`src/source/smartnic_pkg.sv`:
```
package smartnic_pkg;

    // ==============================
    // Port numbering
    // ==============================

    // Four switch ports on both sides
    // 0 and 1 face the MACs
    // 2 and 3 face the host (h2c on ingress, c2h on egress)
    localparam int num_ports = 4;

    // Port index
    typedef logic [$clog2(num_ports)-1:0] port_t;

    // One bit per port for requests, grants and pops
    typedef logic [num_ports-1:0] port_mask_t;

    // ==============================
    // Ingress buffering
    // ==============================

    // Beats held per ingress stream
    localparam int fifo_depth    = 16;
    localparam int fifo_addr_wid = $clog2(fifo_depth);

    // Buffer address
    typedef logic [fifo_addr_wid-1:0] fifo_addr_t;

    // Address plus wrap bit
    typedef logic [fifo_addr_wid:0] fifo_ptr_t;

    // ==============================
    // Egress metadata
    // ==============================

    // Stream id on egress carries the source port
    typedef port_t egr_tid_t;

endpackage : smartnic_pkg

```
`src/source/axis_pkg.sv`:
```
package axis_pkg;

    import smartnic_pkg::*;

    // ==============================
    // Stream sizing
    // ==============================

    // Payload width per beat
    localparam int data_wid = 64;

    typedef logic [data_wid-1:0] axis_data_t;

    // ==============================
    // Beat types
    // ==============================

    // Ingress beat and FIFO entry
    typedef struct packed {
        axis_data_t tdata;
        logic       tlast;
        port_t      tdest;
    } axis_igr_beat_t;

    // Egress beat whose tid names the source port
    typedef struct packed {
        axis_data_t tdata;
        logic       tlast;
        egr_tid_t   tid;
    } axis_egr_beat_t;

endpackage : axis_pkg

```
`src/source/smartnic_egr_arb.sv`:
```
`timescale 1ns/1ns

module smartnic_egr_arb
    import axis_pkg::*;
    import smartnic_pkg::*;
(
    input  logic           clk,
    input  logic           rst_n,

    // Bit i set when FIFO i holds a head bound here
    input  port_mask_t     req,
    input  axis_igr_beat_t head_beat [num_ports],
    output port_mask_t     pop,

    // Egress stream
    output logic           egr_tvalid,
    input  logic           egr_tready,
    output axis_egr_beat_t egr_beat
);

    // ==============================
    // Grant state
    // ==============================

    // Zero while idle, one-hot while a packet is locked
    port_mask_t grant;

    // Current or most recent winner
    port_t win_idx;

    // Next pick
    port_t nxt_idx;
    logic  nxt_found;

    logic xfer;

    // Round robin search starting just past the last winner
    // Last candidate is the previous winner itself
    always_comb begin
        nxt_idx   = win_idx;
        nxt_found = 1'b0;
        for (int k = 1; k <= num_ports; k++) begin
            if (!nxt_found && req[port_t'(win_idx + port_t'(k))]) begin
                nxt_idx   = port_t'(win_idx + port_t'(k));
                nxt_found = 1'b1;
            end
        end
    end

    always_ff @(posedge clk) begin
        if (!rst_n) begin
            grant   <= '0;
            // Port 0 gets the first turn
            win_idx <= port_t'(num_ports - 1);
        end else if (grant == '0) begin
            // Idle so latch a new winner
            if (nxt_found) begin
                grant   <= port_mask_t'(1) << nxt_idx;
                win_idx <= nxt_idx;
            end
        end else if (xfer && egr_beat.tlast) begin
            // Release after the last beat
            grant <= '0;
        end
    end

    // ==============================
    // Egress mux
    // ==============================

    // Granted head present and still aimed at this port
    assign egr_tvalid = |(grant & req);
    assign xfer       = egr_tvalid && egr_tready;

    assign egr_beat.tdata = head_beat[win_idx].tdata;
    assign egr_beat.tlast = head_beat[win_idx].tlast;
    assign egr_beat.tid   = egr_tid_t'(win_idx);

    // Drain only the granted FIFO
    assign pop = xfer ? grant : '0;

    // ==============================
    // Checks
    // ==============================

    grant_onehot: assert property (@(posedge clk) disable iff (!rst_n) $onehot0(grant))
        else $error("egr_arb: grant not one-hot");

    // Source tag held for the whole packet
    tid_locked: assert property (@(posedge clk) disable iff (!rst_n)
        (xfer && !egr_beat.tlast) |=> $stable(egr_beat.tid))
        else $error("egr_arb: tid changed inside packet");

    // Pops reach only the granted FIFO while its head is bound here
    pop_granted: assert property (@(posedge clk) disable iff (!rst_n)
        (pop & ~(grant & req)) == '0)
        else $error("egr_arb: pop without grant");

endmodule : smartnic_egr_arb

```
`src/source/smartnic_igr_fifo.sv`:
```
`timescale 1ns/1ns

module smartnic_igr_fifo
    import axis_pkg::*;
    import smartnic_pkg::*;
(
    input  logic           clk,
    input  logic           rst_n,

    // Ingress stream
    input  logic           in_tvalid,
    output logic           in_tready,
    input  axis_igr_beat_t in_beat,

    // Head toward the arbiters
    output logic           head_valid,
    output axis_igr_beat_t head_beat,
    output port_mask_t     head_req,
    input  logic           pop
);

    // ==============================
    // Storage and pointers
    // ==============================

    axis_igr_beat_t mem [fifo_depth];

    fifo_ptr_t  wr_ptr;
    fifo_ptr_t  rd_ptr;
    fifo_ptr_t  mem_count;
    fifo_addr_t wr_addr;
    fifo_addr_t rd_addr;

    logic mem_empty;
    logic mem_full;
    logic push;
    logic head_ld;
    logic bypass;
    logic mem_wr;
    logic mem_rd;

    assign wr_addr   = wr_ptr[fifo_addr_wid-1:0];
    assign rd_addr   = rd_ptr[fifo_addr_wid-1:0];
    assign mem_count = wr_ptr - rd_ptr;

    // Wrap bit tells full from empty at equal addresses
    assign mem_empty = (wr_ptr == rd_ptr);
    assign mem_full  = (wr_addr == rd_addr) && (wr_ptr[fifo_addr_wid] != rd_ptr[fifo_addr_wid]);

    assign in_tready = !mem_full;
    assign push      = in_tvalid && in_tready;

    // Head register takes a new beat when empty or leaving
    assign head_ld = !head_valid || pop;

    // Empty buffer lets a pushed beat go straight to the head
    assign bypass = head_ld && mem_empty && push;
    assign mem_wr = push && !bypass;
    assign mem_rd = head_ld && !mem_empty;

    always_ff @(posedge clk) begin
        if (!rst_n) begin
            wr_ptr     <= '0;
            rd_ptr     <= '0;
            head_valid <= 1'b0;
        end else begin
            if (mem_wr) wr_ptr <= wr_ptr + 1'b1;
            if (mem_rd) rd_ptr <= rd_ptr + 1'b1;
            if (head_ld) head_valid <= mem_rd || bypass;
        end
    end

    // Payload path
    always_ff @(posedge clk) begin
        if (mem_wr) mem[wr_addr] <= in_beat;
        if (mem_rd) begin
            head_beat <= mem[rd_addr];
        end else if (bypass) begin
            head_beat <= in_beat;
        end
    end

    // One-hot destination of the current head
    assign head_req = port_mask_t'(1) << head_beat.tdest;

    // ==============================
    // Checks
    // ==============================

    // Arbiters only pop a present head
    pop_when_empty: assert property (@(posedge clk) disable iff (!rst_n) pop |-> head_valid)
        else $error("igr_fifo: pop with empty head");

    // Pointer distance never passes the buffer size
    count_bound: assert property (@(posedge clk) disable iff (!rst_n)
        mem_count <= fifo_ptr_t'(fifo_depth))
        else $error("igr_fifo: push into full buffer");

endmodule : smartnic_igr_fifo

```
`src/source/smartnic_switch.sv`:
```
`timescale 1ns/1ns

module smartnic_switch
    import axis_pkg::*;
    import smartnic_pkg::*;
(
    input  logic           clk,
    input  logic           rst_n,

    // Ingress from the MACs on 0-1 and from the host on 2-3
    input  logic           igr_tvalid [num_ports],
    output logic           igr_tready [num_ports],
    input  axis_igr_beat_t igr_beat   [num_ports],

    // Egress to the MACs on 0-1 and to the host on 2-3
    output logic           egr_tvalid [num_ports],
    input  logic           egr_tready [num_ports],
    output axis_egr_beat_t egr_beat   [num_ports]
);

    // ==============================
    // FIFO heads
    // ==============================

    logic           head_valid [num_ports];
    axis_igr_beat_t head_beat  [num_ports];
    port_mask_t     head_req   [num_ports];
    logic           fifo_pop   [num_ports];

    // Indexed by egress port with one bit per FIFO
    port_mask_t arb_req [num_ports];
    port_mask_t arb_pop [num_ports];

    // Indexed by FIFO with one bit per egress port
    port_mask_t fifo_pop_mask [num_ports];

    // Swap request and pop masks between FIFO and arbiter views
    always_comb begin
        for (int i = 0; i < num_ports; i++) begin
            for (int j = 0; j < num_ports; j++) begin
                arb_req[j][i]       = head_valid[i] && head_req[i][j];
                fifo_pop_mask[i][j] = arb_pop[j][i];
            end
        end
    end

    // ==============================
    // Ingress buffers
    // ==============================

    for (genvar i = 0; i < num_ports; i++) begin : g_igr
        assign fifo_pop[i] = |fifo_pop_mask[i];

        smartnic_igr_fifo igr_fifo_inst (
            .clk        (clk),
            .rst_n      (rst_n),
            .in_tvalid  (igr_tvalid[i]),
            .in_tready  (igr_tready[i]),
            .in_beat    (igr_beat[i]),
            .head_valid (head_valid[i]),
            .head_beat  (head_beat[i]),
            .head_req   (head_req[i]),
            .pop        (fifo_pop[i])
        );

        // A head leaves through one egress port at a time
        pop_single: assert property (@(posedge clk) disable iff (!rst_n)
            $onehot0(fifo_pop_mask[i]))
            else $error("switch: FIFO %0d popped by two arbiters", i);
    end

    // Per egress arbitration
    for (genvar j = 0; j < num_ports; j++) begin : g_egr
        smartnic_egr_arb egr_arb_inst (
            .clk        (clk),
            .rst_n      (rst_n),
            .req        (arb_req[j]),
            .head_beat  (head_beat),
            .pop        (arb_pop[j]),
            .egr_tvalid (egr_tvalid[j]),
            .egr_tready (egr_tready[j]),
            .egr_beat   (egr_beat[j])
        );
    end

endmodule : smartnic_switch

```
`config.mk`:
```
export PLATFORM = sky130hd
export DESIGN_NAME = smartnic_switch
export DESIGN_NICKNAME = d
export VERILOG_FILES = /design/src/source/smartnic_pkg.sv /design/src/source/axis_pkg.sv /design/src/source/smartnic_egr_arb.sv /design/src/source/smartnic_igr_fifo.sv /design/src/source/smartnic_switch.sv
export SDC_FILE = /design/constraint.sdc
export NUM_CORES = 2
export LEC_CHECK = 0
export BUFFER_PORTS_ARGS = -buffer_cell sky130_fd_sc_hd__clkbuf_2
export CAP_MARGIN = 15
export CORE_UTILIZATION = 56
export DETAILED_ROUTE_END_ITERATION = 6
export PLACE_DENSITY = 0.72
export REMOVE_ABC_BUFFERS = 1
export SLEW_MARGIN = 10
export SYNTH_ARGS = -nofsm -noshare
export SYNTH_HDL_FRONTEND = slang
export SYNTH_MEMORY_MAX_BITS = 65536
export SYNTH_SLANG_ARGS = --single-unit
```
`constraint.sdc`:
```
create_clock -name clk -period 9.9 [get_ports clk]
set_input_delay 0.495 -clock clk [delete_from_list [all_inputs] [get_ports clk]]
set_output_delay 0.495 -clock clk [all_outputs]
set_load 0.01 [all_outputs]
```
# After elaboration in Yosys (flattened, before gate mapping)
# Memories as Yosys holds them, arrays and structs flattened. A register that Yosys moved wholly into a read port is not among the register bits.
# Cells that the tools add are included.
[totals]
register_bits = 336
ramBits = 4288
out_inout_bits = 276
elab_cells = 348
mem_count = 4
[memory_table]
columns = ["memory", "depth", "word_bits", "read_ports", "rd_ports_with_merged_regs", "write_ports", "line", "rtl"]
rows = [
  ["g_igr[0].igr_fifo_inst.mem", 16, 67, 1, 1, 1, "smartnic_igr_fifo.sv:26", "axis_igr_beat_t mem [fifo_depth];"],
  ["g_igr[1].igr_fifo_inst.mem", 16, 67, 1, 1, 1, "smartnic_igr_fifo.sv:26", ""],
  ["g_igr[2].igr_fifo_inst.mem", 16, 67, 1, 1, 1, "smartnic_igr_fifo.sv:26", ""],
  ["g_igr[3].igr_fifo_inst.mem", 16, 67, 1, 1, 1, "smartnic_igr_fifo.sv:26", ""],
]
[classes]
n_addsub = 20
n_lt_le_gt_ge = 20
eq_ne = 16
n_shift = 8
muxes = 116
bitwise = 8
reduce_logical = 124
[op_table]
columns = ["operator", "count"]
rows = [
  ["$mux W67", 16],
  ["$bmux W67 S2", 4],
  ["$mux W4", 24],
  ["$logic_and A1 B1 Y1", 60],
  ["$lt A2 B3 Y1 const B", 16],
  ["$add A5 B1 Y5 const B", 8],
  ["$mux W1", 40],
  ["$bmux W1 S2", 16],
  ["$mux W2", 16],
  ["$reduce_or A4 Y1", 8],
  ["$shl A1 B2 Y4 const A", 8],
  ["$logic_not A1 Y1", 28],
  ["$eq A5 B5 Y1", 4],
  ["$add A2 B2 Y2 const B", 8],
  ["$and A4 B4 Y4", 4],
  ["$eq A4 B4 Y1", 4],
  ["$logic_not A4 Y1", 4],
  ["$reduce_and A2 Y1", 8],
  ["$reduce_bool A2 Y1", 8],
  ["$ge A3 B3 Y1 const B", 4],
  ["$not A2 Y3", 4],
  ["$add A2 B1 Y2 const B", 4],
  ["$logic_or A1 B1 Y1", 8],
  ["$ne A2 B1 Y1 const B", 4],
  ["$ne A1 B1 Y1", 4],
]

# Depth between registers and ports, before layout
[depth]
ltp_word = 17
ltp_mapped = 10
depth_no_buf = 6

# Modules after synthesis
# Synthesis repeated with hierarchy kept, for this count alone.
[hier_totals]
hier_cells = 8044
hier_area_um2 = 181939.5
[by_module_without_submodules]
columns = ["mod", "n_inst", "cells_per_inst", "area_per_inst_um2", "seq_area_each_um2"]
rows = [
  ["smartnic_igr_fifo", 4, 1882, 43494.2, 34503.1],
  ["smartnic_egr_arb", 4, 124, 1958.1, 120.1],
  ["smartnic_switch", 1, 20, 130.1, 0.0],
]

# Least setup slack after synthesis
# No wires, ideal clock.
[synth_path]
path_type = "register to register"
startpoint = "register g_igr[0].igr_fifo_inst.head_beat[1] (netlist name)"
endpoint = "memory g_igr[3].igr_fifo_inst.mem[12][0] (netlist name), enable pin"
setup_ps = 681
arrival_time_ps = 8511
required_time_ps = 9219
path_slack_ps = 709
path_stages_with_launch = 7
path_buffers = 1
period_less_slack_ps = 9191
cell_sequence = "edfxtp_1 -> and3_4 -> a22o_4 -> o311ai_2 -> a31oi_1 -> buf_2 -> nor4b_1"
[synth_between]
elab_chain_len = 14
[synth_rtl]
columns = ["element", "line", "rtl"]
rows = [
  ["$shl A1 B2 Y4 (*)", "smartnic_igr_fifo.sv:84", "assign head_req = port_mask_t'(1) << head_beat.tdest;"],
  ["$logic_and A1 B1 Y1", "smartnic_switch.sv:41", "arb_req[j][i] = head_valid[i] && head_req[i][j];"],
  ["$and A4 B4 Y4", "smartnic_egr_arb.sv:72", "assign egr_tvalid = |(grant & req);"],
  ["$reduce_or A4 Y1", "smartnic_egr_arb.sv:72", ""],
  ["$logic_and A1 B1 Y1", "smartnic_egr_arb.sv:73", "assign xfer = egr_tvalid && egr_tready;"],
  ["$mux W4", "smartnic_egr_arb.sv:80", "assign pop = xfer ? grant : '0;"],
  ["$reduce_or A4 Y1 (*)", "smartnic_switch.sv:52", "assign fifo_pop[i] = |fifo_pop_mask[i];"],
  ["$logic_or A1 B1 Y1 (*)", "smartnic_igr_fifo.sv:54", "assign head_ld = !head_valid || pop;"],
  ["$logic_and A1 B1 Y1 (*) (2 in series)", "smartnic_igr_fifo.sv:57", "assign bypass = head_ld && mem_empty && push;"],
  ["$logic_not A1 Y1 (*)", "smartnic_igr_fifo.sv:58", "assign mem_wr = push && !bypass;"],
  ["$logic_and A1 B1 Y1 (*)", "smartnic_igr_fifo.sv:58", ""],
  ["$mux W1 (*)", "smartnic_igr_fifo.sv:75", "if (mem_wr) mem[wr_addr] <= in_beat;"],
  ["$mux W1 (not written as such) (*)", "smartnic_igr_fifo.sv:75", ""],
  ["end: declaration", "smartnic_igr_fifo.sv:26", ""],
]
# Mark *: on every way between the ends. The rest lies on a longest branch, timed or not.

# Worst setup path in the final report
[layout_path]
startpoint = "register g_igr[0].igr_fifo_inst.head_beat[1] (netlist name)"
endpoint = "memory g_igr[2].igr_fifo_inst.mem[12][28] (netlist name), enable pin"
[layout_between]
elab_chain_len = 14
[layout_rtl]
columns = ["element", "line"]
rows = [
  ["$shl A1 B2 Y4 (*)", "smartnic_igr_fifo.sv:84"],
  ["$logic_and A1 B1 Y1", "smartnic_switch.sv:41"],
  ["$and A4 B4 Y4", "smartnic_egr_arb.sv:72"],
  ["$reduce_or A4 Y1", "smartnic_egr_arb.sv:72"],
  ["$logic_and A1 B1 Y1", "smartnic_egr_arb.sv:73"],
  ["$mux W4", "smartnic_egr_arb.sv:80"],
  ["$reduce_or A4 Y1 (*)", "smartnic_switch.sv:52"],
  ["$logic_or A1 B1 Y1 (*)", "smartnic_igr_fifo.sv:54"],
  ["$logic_and A1 B1 Y1 (*) (2 in series)", "smartnic_igr_fifo.sv:57"],
  ["$logic_not A1 Y1 (*)", "smartnic_igr_fifo.sv:58"],
  ["$logic_and A1 B1 Y1 (*)", "smartnic_igr_fifo.sv:58"],
  ["$mux W1 (*)", "smartnic_igr_fifo.sv:75"],
  ["$mux W1 (not written as such) (*)", "smartnic_igr_fifo.sv:75"],
  ["end: declaration", "smartnic_igr_fifo.sv:26"],
]
# Marked as above.

==> reports/metrics.cfg <==
[outcome]
status = complete, but fails checks
violations = DRC

[cts]
numCtsBuffers = 446
cts_hold_buf = 265
h-tree-depth = 5
cts_tree = yes
clock_path_buffers = 4
post_cts_buffers = 0
cts_num_sinks = 4640
cts_resized = 0
cts_root_buf = clkbuf_16
clock_latency_ns = 0.98
path_clk_slew_ns = 0.06

[global_routing]
track_usage_pct = 28.9
grt_pass1_vias = 87963
grt_max_degree = 171
overflow = 0
grt_pass1_wl_um = 666000
antenna_found_initial = 95

[power]
p_sw_share_pct = 28.2
powerDensity_nw_per_um2 = 259
switchingPower_mw = 15.2
pwr-share-seq_pct = 47.3
p_clk_share_pct = 31.9
p_leak_nw = 64.6
power.internal_mw = 38.7
ir_drop_v = 0.000219
p_comb_share_pct = 20.8

[finish]
final_core_util_pct = 64.2
areaGrowthSynthToFinish_pct = 14.0
final_layout_size_suffix_gt1_share_pct = 37.8
fin_nets = 8717

[synthesis]
synth_ff_type = edfxtp_1
ys_top_cells_by_count = edfxtp_1, mux4_2, mux2_2
synth_top_area_cell = edfxtp_1
netlist.area_leader.share_pct = 74.8
synth-edff-count = 4556
syn-instance-count = 7438
synth.most_common_cell = edfxtp_1
seq_area_frac_synth_pct = 75.7
syn_avg_cell_area_um2 = 24.6
synth.area.top_cells = edfxtp_1, mux4_2, mux2_2
ys_warn_count = 0
synth_seq_cells = 4640
async_reset_ff_share_pct = 0
synth_cell_type_count = 65
syn-cell-area_um2 = 183000

[setup_path]
worstPathMaxFanout = 40
cp_top_family = simple AND/OR/NAND/NOR gates
max_stage_delay_ns = 0.92
reg2reg_depth = 7
r2r-start = g_igr[0].igr_fifo_inst.head_beat[1]$_DFFE_PP_
path_cells = and3_4 > a22o_4 > o311ai_4 > a41oi_2 > nor2_1 > and3_4 > buf_4
crit_path_frequent_cell = and3_4
reg2reg_to = g_igr[2].igr_fifo_inst.mem[12][28]$_DFFE_PP_
end_kind = flip-flop
crit_path_start = g_igr[0].igr_fifo_inst.head_beat[1]$_DFFE_PP_
startpoint_type = flip-flop
cp.arrival_ns = 5.36
r2r_slack_ns = 5.14
slowest_stage = nor2_1
crit_required_ns = 10.50
critPathBufInv = 1
path_class = flip-flop to flip-flop

[route]
vias = 87384
drc = 54
wl_per_cell_um = 35.9
routed_via_density = 6.63
drtIter0Drc = 11182
drt_wl_total_um = 473000
drtAntennaViolNets = 0
drtPass1Iterations = 7

[sta]
hold_viol = 0
slew_headroom_pct = 16.3
finalSetupViolCount = 0
fmax_mhz = 210
setup_slack_ns = 5.14
rsz0062_at_grt = false
tightest_slew_ns = 1.26
drv_slew = 0
finClkSkew_ns = 0.0608
fin_crit_ns = 4.76
finalCritPeriodShare_pct = 48.1

[worst_hold_path]
holdPathStages = 1
hold_end = g_igr[2].igr_fifo_inst.mem[5][8]$_DFFE_PP_
min_path_type = input pin to flip-flop
hp-start = igr_beat[75]

[die]
fp-row-count = 209
io_pins = 554
die_area_um2 = 329000
die_h_um = 573
core_area_um2 = 325000
die_x_um = 573
start_util_pct = 56.3

[placed_design]
portBuffers = 553
dpl_worst_slack_ns = 5.07
gp_congestion = 0.864
dpl.hpwl_um = 279000

[flow_run]
maxCapViolCount = 0

## sequential cells by signal (all words and copies together), names as in the netlist, named ones only
register / count
g_igr.igr_fifo_inst.head_valid: 4
g_egr.egr_arb_inst.win_idx: 8
g_igr.igr_fifo_inst.mem: 4288
g_igr.igr_fifo_inst.wr_ptr: 20
g_egr.egr_arb_inst.grant: 16
g_igr.igr_fifo_inst.rd_ptr: 20
g_igr.igr_fifo_inst.head_beat: 268
## stage by stage
stage	TNS (ns)	cell area (µm²)	power (mW)	std cells	hold WS, ns
floorplan	-715.11	181000	33.8	7017	0.454
finish	0	208000	53.9	13180	0.0722
global route	0	208000	55.4	13139	0.0302
detailed placement	0	191000	37.0	12030	0.476
CTS	0	208000	54.2	13121	0.00327
global placement	0	191000	36.8	12030	0.468
## metal layers
metal,global-route usage [%],wire length [µm],up-vias
met5,0,397,-
met4,13.8,26200,60
met3,6.24,44200,902
met2,46.1,230000,4789
met1,38.5,172000,47009
li1,-,-,34624
## area by class of cell
class,count,area (µm²)
antenna,58,145
clock buffer,526,11600
clock inverter,300,3170
fill,20360,116000
inverter,21,78.8
multi-input combinational,2356,42800
sequential,4640,139000
tap,4325,5410
timing repair buffer,954,6550
## cells in the final DEF, fill, tap and decap left out, drive strengths merged, types with 9 or more instances in the layout
master       synthesis  final
xor2                20     20
buf                196    136
nor2                46     46
o31ai                9      9
or4                 13     13
edfxtp            4556   4556
a31oi               11     11
nand2b              21     21
bufinv               0     57
clkinvlp             0     24
inv                 21     36
ha                  20     20
nand3               23     23
nand2               61     61
dfxtp               84     84
mux2i               26     26
dlygate4sd3          0    265
and3                60     60
nand4               12     12
clkbuf             225   1079
o21ai                9      9
a41oi               11     11
mux2               268    268
a21oi               34     34
clkinv               0    204
nor2b               15     15
mux4              1600   1600
diode                0     58
## power groups by stage
stage / combinational [mW] / sequential [mW] / clock [mW]
floorplan: 8.75 / 25.1 / 0
global placement: 11.0 / 25.9 / 0
detailed placement: 11.1 / 25.9 / 0
CTS: 11.3 / 25.5 / 17.4
global route: 11.7 / 25.6 / 18.1
finish: 11.2 / 25.5 / 17.2
## cells by family after synthesis
kind of cell / synth area share, %
flip-flops: 75.7
multiplexers: 21.5
buffers and inverters: 1.04
AND/OR/NAND/NOR: 0.947
AO/OA/AOI/OAI: 0.518
XOR/XNOR: 0.110
adder cells (fa/ha/maj): 0.137
## how the worst max path moves through the flow
| stage | cells past startpoint | endpoint | slack [ns] |
|---|---|---|---|
| 2_1_floorplan | 3 | g_igr[2].igr_fifo_inst.head_beat[0]$_DFFE_PP_ | -2.67 |
| 3_3_place_gp | 7 | g_igr[1].igr_fifo_inst.mem[14][9]$_DFFE_PP_ | 5.19 |
| 3_5_place_dp | 7 | g_igr[0].igr_fifo_inst.mem[4][36]$_DFFE_PP_ | 5.07 |
| 4_1_cts | 7 | g_igr[0].igr_fifo_inst.mem[7][30]$_DFFE_PP_ | 5.04 |
| 5_1_grt | 7 | g_igr[2].igr_fifo_inst.mem[12][62]$_DFFE_PP_ | 4.98 |
| 6_report | 7 | g_igr[2].igr_fifo_inst.mem[12][28]$_DFFE_PP_ | 5.14 |
No activity file was read; power rests on OpenSTA's default activity.
